<file path="src/verilog/tx_stream_pkg.sv">
// Shared widths, descriptor field positions and stream word type of the PCIe transmit framer
package tx_stream_pkg;

   // ---------------------------------------------------------------------
   // data path widths
   // ---------------------------------------------------------------------
   localparam int DW_W       = 32;
   // one stream beat carries four dwords
   localparam int DATA_W     = 128;
   // payload length field in dwords
   localparam int LEN_W      = 10;
   // countdown covers length plus header and pad dwords
   localparam int DW_COUNT_W = 11;

   // ---------------------------------------------------------------------
   // descriptor fields
   // ---------------------------------------------------------------------
   // fmt bit 1, set when the TLP carries data
   localparam int DESC_HAS_PAYLOAD_BIT = 126;
   // fmt bit 0, set for a four dword header
   localparam int DESC_4DW_BIT         = 125;
   localparam int DESC_LEN_LSB         = 96;
   // address dword sits in H2 for 3dw headers and in H3 for 4dw headers
   localparam int ADDR3_LSB            = 32;
   localparam int ADDR4_LSB            = 0;

   // ---------------------------------------------------------------------
   // buffering defaults
   // ---------------------------------------------------------------------
   localparam int DEFAULT_FIFO_DEPTH  = 64;
   // leaves half the FIFO as headroom for words already in flight
   localparam int DEFAULT_ALMOST_FULL = 32;

   // one framed stream word, 132 bits
   typedef struct packed {
      logic              err;
      logic              sop;
      logic              eop;
      // low qword of an eop word carries no data
      logic              empty;
      logic [DATA_W-1:0] data;
   } tx_word_t;

endpackage
</file>
<file path="src/verilog/stream_out.sv">
// Output stage that drains the tx FIFO under link ready and registers the stream word
module stream_out
   import tx_stream_pkg::*;
(
   input  logic              clk_in,
   input  logic              rstn,
   input  logic              fifo_empty,
   output logic              fifo_rd_en,
   input  tx_word_t          fifo_rd_data,
   input  logic              tx_stream_ready,
   output logic              tx_stream_valid,
   output logic              stream_sop,
   output logic              stream_eop,
   output logic              stream_empty,
   output logic              stream_err,
   output logic [DATA_W-1:0] stream_data
);

   // a read word sits in the FIFO output register until a ready cycle moves it
   logic     landed;
   tx_word_t word_q;

   assign fifo_rd_en = tx_stream_ready & ~fifo_empty;

   always_ff @(posedge clk_in) begin
      if (!rstn) begin
         landed          <= 1'b0;
         tx_stream_valid <= 1'b0;
      end else if (tx_stream_ready) begin
         landed          <= fifo_rd_en;
         tx_stream_valid <= landed;
      end else begin
         // link stalled so hold the landed word and drop valid
         tx_stream_valid <= 1'b0;
      end
   end

   // stage only moves on a ready cycle with a landed word
   always_ff @(posedge clk_in) begin
      if (tx_stream_ready && landed)
         word_q <= fifo_rd_data;
   end

   assign stream_sop   = word_q.sop;
   assign stream_eop   = word_q.eop;
   assign stream_empty = word_q.empty;
   assign stream_err   = word_q.err;
   assign stream_data  = word_q.data;

endmodule

</file>
<file path="config.mk">
export PLATFORM = sky130hd
export DESIGN_NAME = stream_out
export DESIGN_NICKNAME = d
export VERILOG_FILES = /design/src/verilog/tx_stream_pkg.sv /design/src/verilog/stream_out.sv
export SDC_FILE = /design/constraint.sdc
export NUM_CORES = 1
export LEC_CHECK = 0
export BUFFER_PORTS_ARGS = -buffer_cell sky130_fd_sc_hd__buf_2
export CAP_MARGIN = 10
export CORE_AREA = 2 2 105 107
export CTS_CLUSTER_DIAMETER = 30
export DETAILED_ROUTE_END_ITERATION = 10
export DIE_AREA = 0 0 107 109
export GPL_ROUTABILITY_DRIVEN = 0
export HOLD_SLACK_MARGIN = 0.08
export PLACE_DENSITY = 0.81
export SETUP_SLACK_MARGIN = 0.4
export SYNTH_ARGS = -nofsm -noshare
export SYNTH_HDL_FRONTEND = slang
export SYNTH_SLANG_ARGS = --single-unit
</file>
<file path="constraint.sdc">
create_clock -name clk_in -period 5.8 [get_ports clk_in]
set_input_delay 0.29 -clock clk_in [delete_from_list [all_inputs] [get_ports clk_in]]
set_output_delay 0.29 -clock clk_in [all_outputs]
set_load 0.01 [all_outputs]
</file>
==> results of run 1 <==
==> synthesized netlist by cell type, drive strengths merged <==
cell type | number | area [um2]
edfxtp | 132 | 3960
and2 | 1 | 7.51
nand2 | 1 | 3.75
and3 | 1 | 6.26
o211a | 1 | 10.0
dfxtp | 2 | 40.0
and2b | 1 | 8.76
==> stage by stage <==
step	setup WS, ns	utilization, %	instance area (um2)
2_1_floorplan	3.40	-	4040
3_3_place_gp	3.55	52.5	5570
3_5_place_dp	3.45	52.5	5570
==> logic make-up after synthesis <==
family,after synthesis
simple gates,4
compound gates,1
flops,134
==> results.md, run 1 <==
* Fraction of synthesized area in multiplexers at 0%
* Mapped Cells at around 140
* Stop Error: [ERROR RSZ-0060] Max buffer count reached.
* Largest family of logic cells by synthesized area: simple AND/OR/NAND/NOR gates
* Post-CTS sizing at 0
* Synth cell types at 7
* IO Port Bufs at 269
* Synth warn at 0
* Adder-cell share of the synthesized area at 0%
* Placed cells at about 550
* Initial Util at 38.1%
* Clk sinks at between 100 and 150
* Root Buffer: clkbuf_8
* CTS Buf Count at 17
* Xor-xnor portion of the synthesized cell area at 0%
* Failed at: clock tree synthesis
* Cell Rows at 38
* Flops & latches, synth at between 100 and 150
* Simple-gate portion of the synthesized area at less than 1%
* Syn avg cell area at just under 30 um2
* Sequential area share after synthesis at a little under 100%
* Synthesized net count at roughly 280
* Post-CTS Setup Inserts at 0
* Die height at roughly 110 um
* Worst-case clock buffer depth at 2
* Die X at 107 um
* Hold_buf cts at 117
* Htree depth at 4
* Post-Syn Area at around 0.0040 mm2
* Status: did not finish
* Post-synthesis compound-gate area fraction at less than 1%
* Top Ports at 270
==> inputs of run 2 (changes only) <==
CORE_AREA = unset   (was 2 2 105 107)
CORE_MARGIN = 2   (was unset)
CORE_UTILIZATION = 35   (was unset)
CTS_CLUSTER_DIAMETER = unset   (was 30)
DIE_AREA = unset   (was 0 0 107 109)
HOLD_SLACK_MARGIN = unset   (was 0.08)
PLACE_DENSITY = unset   (was 0.81)
PLACE_DENSITY_LB_ADDON = 0.15   (was unset)
SETUP_SLACK_MARGIN = unset   (was 0.4)
==> run 2 against run 1 <==
  * Area after synthesis unchanged
  * Synthesized cell count unchanged
  * The flow now finishes without violations
==> results.md, run 2 <==
* Worst Path Buf+Inv at 1
* Syn avg cell area at 29.1 um2 (unchanged)
* Final Max Tran Viols at 0
* Fillcell total at approximately 940
* Crit end category: flip-flop
* Peak VDD IR at between 0.00015 and 0.0002 V
* Fin crit period at about 2.3 ns
* First-pass GRT wire length at between 10000 and 15000 um
* Top Ports at 270 (unchanged)
* Multi-input gate area at approximately 38 um2
* Synth area leader: edfxtp_1
* Setup-failing EPs final at 0
* Top Family by Delay on Critical Path: simple AND/OR/NAND/NOR gates
* FF+latch area at around 0.004 mm2
* Slew margin rel. at approximately two fifths
* Post-synth ARST share at 0% (unchanged)
* Wire per inst at 15.6 um
* CP arrival at 2.30 ns
* Die X at 111 um (+4.1%)
* Total negative slack at 0 ns
* Power per cell area at about 370 mW/mm2
* ANT nets after route at 0
* Clock-pin slew of the registers on the worst-case setup and hold paths at approximately 0.060 ns
* Sequential area share after synthesis at 99.1% (unchanged)
* Worst-case clock buffer depth at 2 (unchanged)
* Status: finished, final reports clean
* CP max stage cell: and2_4
* Final hold vios at 0
* Vias in the first global route at between 2000 and 3000
* Cell Rows at 39 (+2.6%)
* Worst hold path class: in2reg
* Commonest non-fill, non-tap cell in the layout: buf_2
* Mapped Cells at 139 (unchanged)
* Synth warn at 0 (unchanged)
* Drc violations at 0
* Static leakage at 2.61 nW
* Iter 0 DRT Violations at slightly above 90
* Worst slew pin tran at 0.906 ns
* Post-Syn Area at 0.00404 mm2 (unchanged)
* Clk sinks at 134 (unchanged)
* Synthesized net count at 275 (unchanged)
* Via count at ~2400
* Dominant cells by area after synthesis: edfxtp_1 (98%), dfxtp_1 (0.99%), o211a_1 (0.25%), and2b_2 (0.22%), and2_2 (0.19%)
* Clk Latency, worst-skew pair at 0.40 ns
* Commonest cells post-synth: edfxtp_1 (132), dfxtp_1 (2)
* Fin worst setup slack at roughly 3.5 ns
* Largest net degree at the start of global routing at slightly above 70
* RSZ-0062 raised after global routing: no
* CP max stage delay at 0.75 ns
* Most frequent cells in the layout: buf_2 (269), edfxtp_1 (132), clkbuf_16 (17)
* Hold_buf cts at 0 (-100%)
* Gr ovfl total at 0
* Yosys top cell area share at 98.1% (unchanged)
* Share of layout cells above drive strength 1 at 68.7%
* Post-CTS Setup Inserts at 0 (unchanged)
* Most frequent cell after synthesis: edfxtp_1
* Clock Skews at 0.00732 ns
* Initial Util at 35.7% (-2.4 points)
* CTS tree: done
* EDFF count, synth at 132 (unchanged)
* DRT Wirelength at around 9100 um
* Pre-CTS WS at 3.41 ns (-0.0363 ns)
* Post-DP HPWL at between 6000 and 7000 um
* Vias/cell at 4.16
* Final critical-path share of the clock period at just under 40%
* Core ar. at roughly 0.011 mm2
* Main flop type after synthesis: edfxtp_1
* Crit-path cells: and2_4 -> buf_4
* Max reg flops at ~130
* First-pass iteration count of the detailed router at 6
* Die height at 111 um (+2.2%)
* Initial antenna violation count at 1
* Synthesis-to-finish area growth at 53.0%
* Fin nets at 564
* CTS Buf Count at 17 (unchanged)
* IO Port Bufs at 269 (unchanged)
* Root Buffer: clkbuf_16
* Synth cell types at 7 (unchanged)
* Die area at ~0.012 mm2
* Flops & latches, synth at 134 (unchanged)
* Fmax at 440 MHz
* WP data required at about 5.8 ns
* Max_cap viols at 0
* CP Class: reg2reg
* Total global-route track usage at 15.0%
* Worst Setup Start Kind: flip-flop
* Post-CTS sizing at 0 (unchanged)
* Htree depth at 4 (unchanged)
* Worst-path fanout max at slightly above 70
## run 2: where the power goes
group | switching [mW] | leakage [nW] | internal, mW
combinational | 0.0536 | 1.09 | 0.0504
clock | 0.394 | 0.291 | 0.681
sequential | 0.00638 | 1.23 | 1.10
total | 0.454 | 2.61 | 1.83
## run 2: cells by family after synthesis
family,count (synthesis),synth area share [%]
AO/OA/AOI/OAI,1,0.248
AND/OR/NAND/NOR,4,0.650
flip-flops,134,99.1
## run 2: layout make-up
cell class                      count  area share, %
Antenna cell                        1         0.0405
Clock buffer                       18           6.94
Clock inverter                     14           2.85
Multi-Input combinational cell      5          0.607
Sequential cell                   134           64.8
Tap cell                          143           2.89
Timing Repair Buffer              270           21.9
## run 2: final timing paths
| path | from | end | slack (ns) | cells after the start |
|---|---|---|---|---|
| worst max register to register | landed | stream_data[45] | 3.53 | 2 |
| worst max-delay path | landed | stream_data[45] | 3.53 | 2 |
| worst min register to register | landed | tx_stream_valid | 0.50 | 1 |
| worst min-delay path | fifo_rd_data[116] | stream_data[116] | 0.06 | 1 |
## run 2: stage by stage
stage | instance area [um2] | cells | total power, mW | utilization [%] | hold slack [ns]
finish | 6180 | 585 | 2.29 | 54.6 | 0.0589
global route | 6180 | 584 | 2.37 | 54.6 | 0.0317
CTS | 6180 | 584 | 2.32 | 54.6 | 0.0377
global placement | 5570 | 552 | 1.23 | 49.2 | 0.466
floorplan | 4040 | 139 | 1.16 | - | 0.389
detailed placement | 5570 | 552 | 1.23 | 49.2 | 0.468
## run 2: routing by layer
layer	global-route usage, %	up-vias	part of all wire [%]
li1	-	1148	-
met1	15.0	1100	35
met2	24.6	171	50
met3	9.58	12	13
met4	7.08	0	2.0
met5	0	-	0
Note: power is estimated with default switching activity, not from simulation.
