### src/verilog/tx_stream_pkg.sv
// Shared widths, descriptor field positions and stream word type of the PCIe transmit framer
package tx_stream_pkg;

   // ---------------------------------------------------------------------
   // data path widths
   // ---------------------------------------------------------------------
   localparam int DW_W       = 32;
   // one stream beat carries four dwords
   localparam int DATA_W     = 128;
   // payload length field in dwords
   localparam int LEN_W      = 10;
   // countdown covers length plus header and pad dwords
   localparam int DW_COUNT_W = 11;

   // ---------------------------------------------------------------------
   // descriptor fields
   // ---------------------------------------------------------------------
   // fmt bit 1, set when the TLP carries data
   localparam int DESC_HAS_PAYLOAD_BIT = 126;
   // fmt bit 0, set for a four dword header
   localparam int DESC_4DW_BIT         = 125;
   localparam int DESC_LEN_LSB         = 96;
   // address dword sits in H2 for 3dw headers and in H3 for 4dw headers
   localparam int ADDR3_LSB            = 32;
   localparam int ADDR4_LSB            = 0;

   // ---------------------------------------------------------------------
   // buffering defaults
   // ---------------------------------------------------------------------
   localparam int DEFAULT_FIFO_DEPTH  = 64;
   // leaves half the FIFO as headroom for words already in flight
   localparam int DEFAULT_ALMOST_FULL = 32;

   // one framed stream word, 132 bits
   typedef struct packed {
      logic              err;
      logic              sop;
      logic              eop;
      // low qword of an eop word carries no data
      logic              empty;
      logic [DATA_W-1:0] data;
   } tx_word_t;

endpackage
### src/verilog/tlp_packer.sv
// TLP packer that frames descriptors and payload beats into aligned 128-bit stream words
module tlp_packer
   import tx_stream_pkg::*;
(
   input  logic              clk_in,
   input  logic              rstn,
   // requester side
   // tx_desc is held from the rise of tx_req until tx_ack
   // for a packet with data the first beat is held on tx_data with tx_dv high
   // alongside the descriptor and is taken with tx_ack
   // the remaining beats follow, one per cycle with tx_dv high and tx_ws low
   // beats per packet is (address[3:2] + length + 3) / 4, dword 0 of the
   // first beat sits at lane address[3:2]
   input  logic              tx_req,
   output logic              tx_ack,
   input  logic [DATA_W-1:0] tx_desc,
   output logic              tx_ws,
   input  logic              tx_err,
   input  logic              tx_dv,
   input  logic [DATA_W-1:0] tx_data,
   // FIFO write side
   input  logic              fifo_almost_full,
   output logic              fifo_wr_en,
   output logic              wr_sop,
   output logic              wr_eop,
   output logic              wr_empty,
   output logic              wr_err,
   output logic [DATA_W-1:0] wr_data
);

   localparam int LANES = DATA_W / DW_W;

   // how far the stream lags the input beats, in dwords
   // none for 3dw header with address[3:2] of 3, full beat when D0 starts a new word
   typedef enum logic [1:0] {LAG_NONE, LAG_HALF, LAG_FULL} lag_t;

   // request edge and ack
   logic                  req_q;
   logic                  ack_pend;
   logic                  req_rise;
   logic                  busy;

   // descriptor fields caught at the request edge
   logic                  has_pl_q;
   logic                  hdr4_q;
   logic [LEN_W-1:0]      len_q;
   logic [1:0]            addr_lo_q;

   // per packet state
   lag_t                  lag_q;
   lag_t                  lag_n;
   logic                  pkt_err;
   logic [DATA_W-1:0]     prev_data;
   logic [DW_COUNT_W-1:0] dw_cnt;
   logic [LEN_W-1:0]      beats_left;
   logic                  extra_pend;

   // write event decode
   logic                  beat_acc;
   logic                  wr_event;
   logic                  hdr_only;
   logic                  last_beat;
   logic [DW_COUNT_W-1:0] hdr_dws;
   logic [DW_COUNT_W-1:0] total_dws;
   logic [DW_COUNT_W-1:0] n_beats;
   logic [DW_COUNT_W-1:0] cnt_cur;
   logic [DW_COUNT_W-1:0] cnt_next;
   logic                  eop_n;
   logic                  empty_n;
   logic                  err_n;
   logic [DW_W-1:0]       hdr_slot3;
   logic [DATA_W-1:0]     data_n;

   // payload beats arrive lane 0 first, stream puts the first dword on top
   function automatic logic [DATA_W-1:0] dw_swap(input logic [DATA_W-1:0] x);
      logic [DATA_W-1:0] y;
      for (int k = 0; k < LANES; k++) begin
         y[(LANES-1-k)*DW_W +: DW_W] = x[k*DW_W +: DW_W];
      end
      return y;
   endfunction

   // ---------------------------------------------------------------------
   // request handshake
   // ---------------------------------------------------------------------
   assign req_rise = tx_req & ~req_q;
   assign busy     = (beats_left != '0) | extra_pend;
   // no new header while beats or the trailing eop word are still owed
   assign tx_ack   = ack_pend & ~tx_ws & ~busy;

   always_ff @(posedge clk_in) begin
      if (req_rise) begin
         has_pl_q  <= tx_desc[DESC_HAS_PAYLOAD_BIT];
         hdr4_q    <= tx_desc[DESC_4DW_BIT];
         len_q     <= tx_desc[DESC_LEN_LSB +: LEN_W];
         addr_lo_q <= tx_desc[DESC_4DW_BIT] ? tx_desc[ADDR4_LSB+2 +: 2] :
                                              tx_desc[ADDR3_LSB+2 +: 2];
      end
   end

   // ---------------------------------------------------------------------
   // dword and beat counts
   // ---------------------------------------------------------------------
   // header plus pad dwords ahead of D0 in the stream
   always_comb begin
      case ({hdr4_q, addr_lo_q[0]})
         2'b01:   hdr_dws = DW_COUNT_W'(3);
         2'b11:   hdr_dws = DW_COUNT_W'(5);
         default: hdr_dws = DW_COUNT_W'(4);
      endcase
   end

   always_comb begin
      if (hdr4_q)
         lag_n = addr_lo_q[1] ? LAG_HALF : LAG_FULL;
      else if (addr_lo_q == 2'd0)
         lag_n = LAG_FULL;
      else if (addr_lo_q == 2'd3)
         lag_n = LAG_NONE;
      else
         lag_n = LAG_HALF;
   end

   assign total_dws = DW_COUNT_W'(len_q) + hdr_dws;
   assign n_beats   = (DW_COUNT_W'(len_q) + DW_COUNT_W'(addr_lo_q) + DW_COUNT_W'(3)) >> 2;

   // beats after the ack need both tx_dv and room in the FIFO
   assign beat_acc  = tx_dv & ~tx_ws & (beats_left != '0);
   assign wr_event  = tx_ack | beat_acc | extra_pend;
   assign hdr_only  = tx_ack & ~has_pl_q;
   assign last_beat = tx_ack ? (has_pl_q & (n_beats == DW_COUNT_W'(1))) :
                               (beat_acc & (beats_left == LEN_W'(1)));

   // remaining stream dwords decide eop, eop with two or fewer left is empty
   assign cnt_cur  = tx_ack ? total_dws : dw_cnt;
   assign cnt_next = (cnt_cur > DW_COUNT_W'(4)) ? cnt_cur - DW_COUNT_W'(4) : '0;
   assign eop_n    = hdr_only | (cnt_cur <= DW_COUNT_W'(4));
   assign empty_n  = eop_n & ~hdr_only & (cnt_cur <= DW_COUNT_W'(2));
   assign err_n    = tx_ack ? tx_err : (pkt_err | (beat_acc & tx_err));

   // ---------------------------------------------------------------------
   // stream data
   // ---------------------------------------------------------------------
   always_comb begin
      // 3dw header borrows D0 only when it lands in the fourth slot
      case (addr_lo_q)
         2'd1:    hdr_slot3 = tx_data[DW_W +: DW_W];
         2'd3:    hdr_slot3 = tx_data[3*DW_W +: DW_W];
         default: hdr_slot3 = '0;
      endcase
      if (tx_ack) begin
         if (has_pl_q && !hdr4_q)
            data_n = {tx_desc[DATA_W-1:DW_W], hdr_slot3};
         else
            data_n = tx_desc;
      end else begin
         case (lag_q)
            LAG_NONE: data_n = dw_swap(tx_data);
            // upper half of the last beat then lower half of this one
            LAG_HALF: data_n = {prev_data[2*DW_W +: DW_W], prev_data[3*DW_W +: DW_W],
                                tx_data[0 +: DW_W], tx_data[DW_W +: DW_W]};
            default:  data_n = dw_swap(prev_data);
         endcase
      end
   end

   always_ff @(posedge clk_in) begin
      if (tx_ack | beat_acc)
         prev_data <= tx_data;
      if (tx_ack)
         lag_q <= lag_n;
      if (wr_event)
         pkt_err <= err_n;
      wr_sop   <= tx_ack;
      wr_eop   <= eop_n;
      wr_empty <= empty_n;
      wr_err   <= err_n;
      wr_data  <= data_n;
   end

   // ---------------------------------------------------------------------
   // control state
   // ---------------------------------------------------------------------
   always_ff @(posedge clk_in) begin
      if (!rstn) begin
         req_q      <= 1'b0;
         ack_pend   <= 1'b0;
         tx_ws      <= 1'b0;
         dw_cnt     <= '0;
         beats_left <= '0;
         extra_pend <= 1'b0;
         fifo_wr_en <= 1'b0;
      end else begin
         req_q <= tx_req;
         // wait-state follows almost-full one cycle late
         tx_ws <= fifo_almost_full;
         if (tx_ack)
            ack_pend <= 1'b0;
         else if (req_rise)
            ack_pend <= 1'b1;
         if (wr_event)
            dw_cnt <= cnt_next;
         if (tx_ack)
            beats_left <= has_pl_q ? n_beats[LEN_W-1:0] - LEN_W'(1) : '0;
         else if (beat_acc)
            beats_left <= beats_left - LEN_W'(1);
         // dwords still held after the last beat go out as one more eop word
         extra_pend <= last_beat & (cnt_next != '0);
         fifo_wr_en <= wr_event;
      end
   end

endmodule

### config.mk
export PLATFORM = sky130hd
export DESIGN_NAME = tlp_packer
export DESIGN_NICKNAME = d
export VERILOG_FILES = /design/src/verilog/tx_stream_pkg.sv /design/src/verilog/tlp_packer.sv
export SDC_FILE = /design/constraint.sdc
export NUM_CORES = 1
export LEC_CHECK = 0
export ABC_CLOCK_PERIOD_IN_PS = 4900
export BUFFER_PORTS_ARGS = -buffer_cell sky130_fd_sc_hd__buf_4
export CAP_MARGIN = 25
export CELL_PAD_IN_SITES_DETAIL_PLACEMENT = 1
export CELL_PAD_IN_SITES_GLOBAL_PLACEMENT = 1
export CORE_ASPECT_RATIO = 0.7
export CORE_MARGIN = 3
export CORE_UTILIZATION = 40
export DETAILED_ROUTE_END_ITERATION = 8
export PLACE_DENSITY = 0.78
export SYNTH_ARGS = -nofsm -noshare
export SYNTH_HDL_FRONTEND = slang
export SYNTH_SLANG_ARGS = --single-unit
### constraint.sdc
create_clock -name clk_in -period 4.9 [get_ports clk_in]
set_clock_uncertainty 0.2 [all_clocks]
set_input_delay 0.98 -clock clk_in [delete_from_list [all_inputs] [get_ports clk_in]]
set_output_delay 0.98 -clock clk_in [all_outputs]
set_load 0.05 [all_outputs]
Word level (Yosys, flattened, before mapping) --
Cells that the tools add are included.
Word-level totals: output and inout port bits 135, logic and storage cells 83, ROM bits 0, bits in registers 303, latch bits 0, memories kept 0, bits of input ports 262, bits in writable memories 0
Cells by class: mux-type cells 17, magnitude comparators 3, equal/unequal tests 7, add/subtract/negate cells 6, $mul 0, reduce and logical (&&, ||, !) cells 8, shifts and indexed selects 0, div/mod/pow operators 0, bitwise logic cells 23
Operators by type and width (count):
- $pmux 128 s2 | 1
- $mux 128 | 1
- $pmux 32 s2 | 1
- $mux 32 | 1
- $mux 10 | 3
- $mux 11 | 2
- $and 1x1->1 | 12
- $add 10x11->11 | 1
- $add 10x2->11 | 1
- $add 11x2->11 const B | 1
- $gt 11x3->1 const B | 1
- $le 11x2->1 const B | 1
- $le 11x3->1 const B | 1
- $reduce_bool 11->1 | 1
- $sub 11x3->11 const B | 1
- $eq 10x1->1 const B | 1
- $reduce_bool 10->1 | 1
- $sub 10x1->10 const B | 1
- $sub 9x1->10 const B | 1
- $eq 9x1->1 const B | 1
- $mux 2 | 4
- $eq 2x1->1 const B | 3
- $not 1->1 | 6
- $pmux 3 s2 | 1
- 8 further kinds | 16

Longest topological paths before layout --
depth after elaboration 9, gate-level depth with buffers 15, depth with buffers taken out 13

Worst setup path after synthesis --
Ideal clock, no wire load.
kind input port to flip-flop, start point in tx_dv, end point reg dw_cnt[9], path slack 0.841 ns, setup time 0.061 ns, arrival 3.799 ns, path buffers 1, stages on the path 9, required time 4.639 ns, cell sequence nand2b_1 a41oi_2 nand2b_1 buf_2 nor2_2 inv_1 and2_1 and2_1 a32o_1
On the way: word-level cells in the longest chain between the ends 4
RTL lines:
- from (decl) | RTL line tlp_packer.sv:19 | input logic tx_dv,
- $and 1x1->1 (2 in series) | RTL line tlp_packer.sv:128 | assign beat_acc = tx_dv & ~tx_ws & (beats_left != '0);
- $or 1x1->1 (2 in series) | RTL line tlp_packer.sv:129 | assign wr_event = tx_ack | beat_acc | extra_pend;
- named net wr_event | RTL line tlp_packer.sv:60 | logic wr_event;
- to (signal assigned) | RTL line tlp_packer.sv:202 | dw_cnt <= cnt_next;
- to (decl) | RTL line tlp_packer.sv:54 | logic [DW_COUNT_W-1:0] dw_cnt;
The timed path passes the listed nets, and every way through them passes these cells. A chain may end at the register's enable or synchronous reset.

Worst setup path in the final report --
start point reg beats_left[0], end point reg dw_cnt[7]
On the way: word-level cells in the longest chain between the ends 7, elaborated cells on any way between the ends 11, classes of those cells 1 x add/sub; 1 x order compare; 2 x mux; 6 x bitwise; 1 x reduce/logical
RTL lines:
- from (decl) | RTL line tlp_packer.sv:55 | logic [LEN_W-1:0] beats_left;
- from (signal assigned) | RTL line tlp_packer.sv:204 | beats_left <= has_pl_q ? n_beats[LEN_W-1:0] - LEN_W'(1) : '0;
- from (signal assigned) | RTL line tlp_packer.sv:206 | beats_left <= beats_left - LEN_W'(1);
- $reduce_bool 10->1 * | RTL line tlp_packer.sv:87, tlp_packer.sv:128
- $or 1x1->1 | RTL line tlp_packer.sv:87 | assign busy = (beats_left != '0) | extra_pend;
- $not 1->1 | RTL line tlp_packer.sv:89 | assign tx_ack = ack_pend & ~tx_ws & ~busy;
- $and 1x1->1 | RTL line tlp_packer.sv:89
- $mux 11 | RTL line tlp_packer.sv:135 | assign cnt_cur = tx_ack ? total_dws : dw_cnt;
- $sub 11x3->11 / $gt 11x3->1 (equally long branches) | RTL line tlp_packer.sv:136 | assign cnt_next = (cnt_cur > DW_COUNT_W'(4)) ? cnt_cur - DW_COUNT_W'(4) : '0;
- $mux 11 | RTL line tlp_packer.sv:136
Every way passes the cells marked *; elsewhere a longest branch is shown, timed or not.

==> impl_metrics.py <==
metrics = {
    "sta": {
        "fmax_mhz": 253,
        "hold_violations": 0,
        "finalSetupTns_ns": 0,
        "max-slew-margin-rel_pct": 31.8,
        "worstMarginPinSlew_ns": 1.02,
        "grt_setup_unrepaired": "no",
        "setup_violations": 0,
        "period_share_pct": 80.6,
        "fin_crit_ns": 3.95,
        "slew_violations": 0,
    },
    "critical_path": {
        "critPathMostFrequentCell": "buf_4",
        "path_cells": "inv_1 > ha_1 > and4bb_2 > and4_4 > buf_4 > buf_4 > nor3_1 > or3_1 > o211ai_2 > and2_1 > a32o_1",
        "start_kind": "flop",
        "critPathBufInv": 3,
        "path_depth": 11,
        "crit_required_ns": 5.16,
        "critPathTopFamily": "buffers and inverters",
        "reg2reg_slack_ns": 0.95,
        "critPathArrivalTime_ns": 4.21,
        "endpoint_kind": "flop",
        "slowest_delay_ns": 0.68,
        "cp_slowest_cell": "buf_4",
        "rr_worst_depth": 11,
        "critPathKind": "reg -> reg",
        "crit_fanout": 58,
    },
    "placement": {
        "post-dp-hpwl_mm": 34.8,
        "port_buffers": 396,
        "dp_cells": 2220,
        "gp_congestion": 0.861,
        "placed_area_um2": 17400,
    },
    "layout": {
        "final_area_um2": 18500,
        "fillers": 3886,
        "drive_gt1_share_pct": 26.5,
        "final_nets": 2073,
        "final_core_util_pct": 54.3,
        "syn_to_final_growth_pct": 31.5,
        "final_cells": 2285,
    },
    "pwr": {
        "power_density_nw_per_um2": 675,
        "ir_drop_v": 0.000402,
        "power_leakage_nw": 7.77,
    },
    "drt": {
        "totalWireLength_mm": 49.0,
        "highest_layer": "met5",
        "drtPass1Iterations": 5,
        "wl_met2_mm": 22.8,
        "wl_met3_mm": 3.20,
        "wl_met1_mm": 21.5,
        "drc_errors": 0,
        "wl_per_cell_um": 21.5,
        "viasPerCell": 5.41,
        "ant_nets": 0,
        "drt-initial-drc-count": 833,
        "vias": 12400,
    },
    "synthesis": {
        "synth_fp_nets": 1729,
        "synth_top_area_share_pct": 30.9,
        "ys.flop_type": "dfxtp_1",
        "netlist_top_cells_area": "edfxtp_1, dfxtp_1, mux2i_1",
        "netlist_instances": 1449,
        "postSynthAreaPerCell_um2": 9.73,
        "yosysSeqAreaShare_pct": 53.3,
        "postSynth.asyncResetShare_pct": 0,
        "yosysTopAreaCell": "edfxtp_1",
        "synth_edf_count": 145,
        "yosysWarnings": 0,
        "syn_area_um2": 14100,
        "synth_cell_types": 68,
        "synth_seq_cells": 303,
    },
    "clock_network": {
        "path_clk_slew_ns": 0.06,
        "cts.sinks": 303,
        "clock-root-buffer": "clkbuf_16",
        "cts_tree": "built",
        "cts_hold_repair.buffers": 0,
        "clk_latency_ns": 0.52,
        "cts_setup_buffers": 0,
        "numCtsBuffers": 35,
        "cts_buffer_depth": 3,
        "htreeDepth": 2,
        "cts_resized": 0,
    },
    "die": {
        "rows": 56,
        "fp.dieArea_um2": 37600,
        "boundaryPins": 397,
        "die_h_um": 163,
        "initial_core_util_pct": 41.3,
        "die_w_um": 230,
        "core_um2": 34100,
    },
    "min_path": {
        "hold_depth": 2,
        "min_path_type": "reg -> reg",
    },
    "grt": {
        "grt_usage_pct": 25.4,
        "grt-ovfl-total": 0,
        "grt_max_degree": 227,
        "antenna_found_initial": 6,
        "grt_pass1_vias": 13000,
        "grt_pass1_wl_mm": 75.1,
    },
    "flow_run": {
        "drv_cap": 0,
    },
    "outcome": {
        "status": "finished clean",
    },
}
## cell families (layout without fill, tap and decap cells)
family,after synthesis,count (layout),synth area share (%)
buf+inv,119,490,3.25
mux,139,139,9.92
fa+ha+maj,18,18,1.70
simple gates,433,433,13.3
compound gates,412,412,16.9
flops,303,303,53.3
other cells,0,1,0
xor+xnor,25,25,1.55
## worst register-to-register path: stages, from the launching register on
cell	delay (ns)
dfxtp_1	0.34
inv_1	0.14
ha_1	0.26
and4bb_2	0.31
and4_4	0.25
buf_4	0.51
buf_4	0.73
nor3_1	0.10
or3_1	0.38
o211ai_2	0.23
and2_1	0.31
a32o_1	0.15
## cells in the final DEF, fill, tap and decap left out, drive strengths merged, types with 16 or more instances in the layout
| cell | netlist | final |
|---|---|---|
| buf | 18 | 410 |
| nand2 | 192 | 192 |
| o21ai | 180 | 180 |
| dfxtp | 158 | 158 |
| nor2 | 149 | 149 |
| edfxtp | 145 | 145 |
| a21oi | 136 | 136 |
| mux2i | 134 | 134 |
| clkbuf | 85 | 53 |
| a22oi | 34 | 34 |
| nand3 | 19 | 19 |
| inv | 16 | 18 |
| ha | 16 | 16 |
## state kept, by name, indices dropped and copies added (netlist names), 2 cells and up
| register | flops |
|---|---|
| prev_data | 128 |
| wr_data | 128 |
| dw_cnt | 11 |
| beats_left | 10 |
| len_q | 10 |
| addr_lo_q | 2 |
| lag_q | 2 |
## stage by stage
step / worst slack [ns] / power (W) / hold WS, ns
detailed placement: 0.915 / 0.00993 / 0.281
floorplan: 0.841 / 0.00805 / 0.247
CTS: 0.911 / 0.0126 / 0.297
global placement: 0.996 / 0.00981 / 0.265
finish: 0.952 / 0.0125 / 0.290
global route: 0.689 / 0.0132 / 0.318
## final timing paths
path | start | end
max | beats_left[0]$_SDFFE_PN0P_ | dw_cnt[7]$_SDFFE_PN0P_
min | ack_pend$_SDFFE_PP0P_ | ack_pend$_SDFFE_PP0P_
max reg2reg | beats_left[0]$_SDFFE_PN0P_ | dw_cnt[7]$_SDFFE_PN0P_
min reg2reg | ack_pend$_SDFFE_PP0P_ | ack_pend$_SDFFE_PP0P_
## report_power, final
group	internal, W	switching (W)	total, W
clock	0.00154	0.00108	0.00262
sequential	0.00384	0.000418	0.00426
combinational	0.00168	0.00395	0.00563
## cell usage after synthesis (3+ instances only)
master and count:
nand2_1 192, o21ai_0 179, dfxtp_1 158, nor2_1 148, edfxtp_1 145, a21oi_1 136
mux2i_1 134, clkbuf_1 85, a22oi_1 34, nand3_1 19, ha_1 16, inv_1 16
nor3_1 14, xnor2_1 14, buf_1 13, xor2_1 11, a21boi_0 8, a31oi_1 8
nand2b_1 8, and2_1 6, and3_1 6, nand4_1 6, nor4_1 6, a211oi_1 5
mux2_2 5, nor3b_1 5, a32o_1 4, and4_1 4, o211ai_1 4, a21o_1 3
a41o_1 3, buf_2 3, nor2b_1 3, o21a_1 3, or3_1 3
## area by class of cell
class | instances | area [um2] | area share, %
timing repair buffer | 410 | 3100 | 16.7
sequential | 303 | 7520 | 40.6
antenna | 1 | 2.50 | 0.0135
multi-input combinational | 1027 | 6140 | 33.1
inverter | 16 | 60.1 | 0.324
clock buffer | 53 | 1010 | 5.43
tap | 464 | 581 | 3.13
clock inverter | 11 | 124 | 0.668
## layer usage
layer / vias to the layer above / global-route usage, %
li1: 5891 / -
met1: 6087 / 33.7
met2: 292 / 40.7
met3: 92 / 7.11
met4: 10 / 7.42
met5: - / 0
Note: power is estimated with default switching activity, not from simulation.
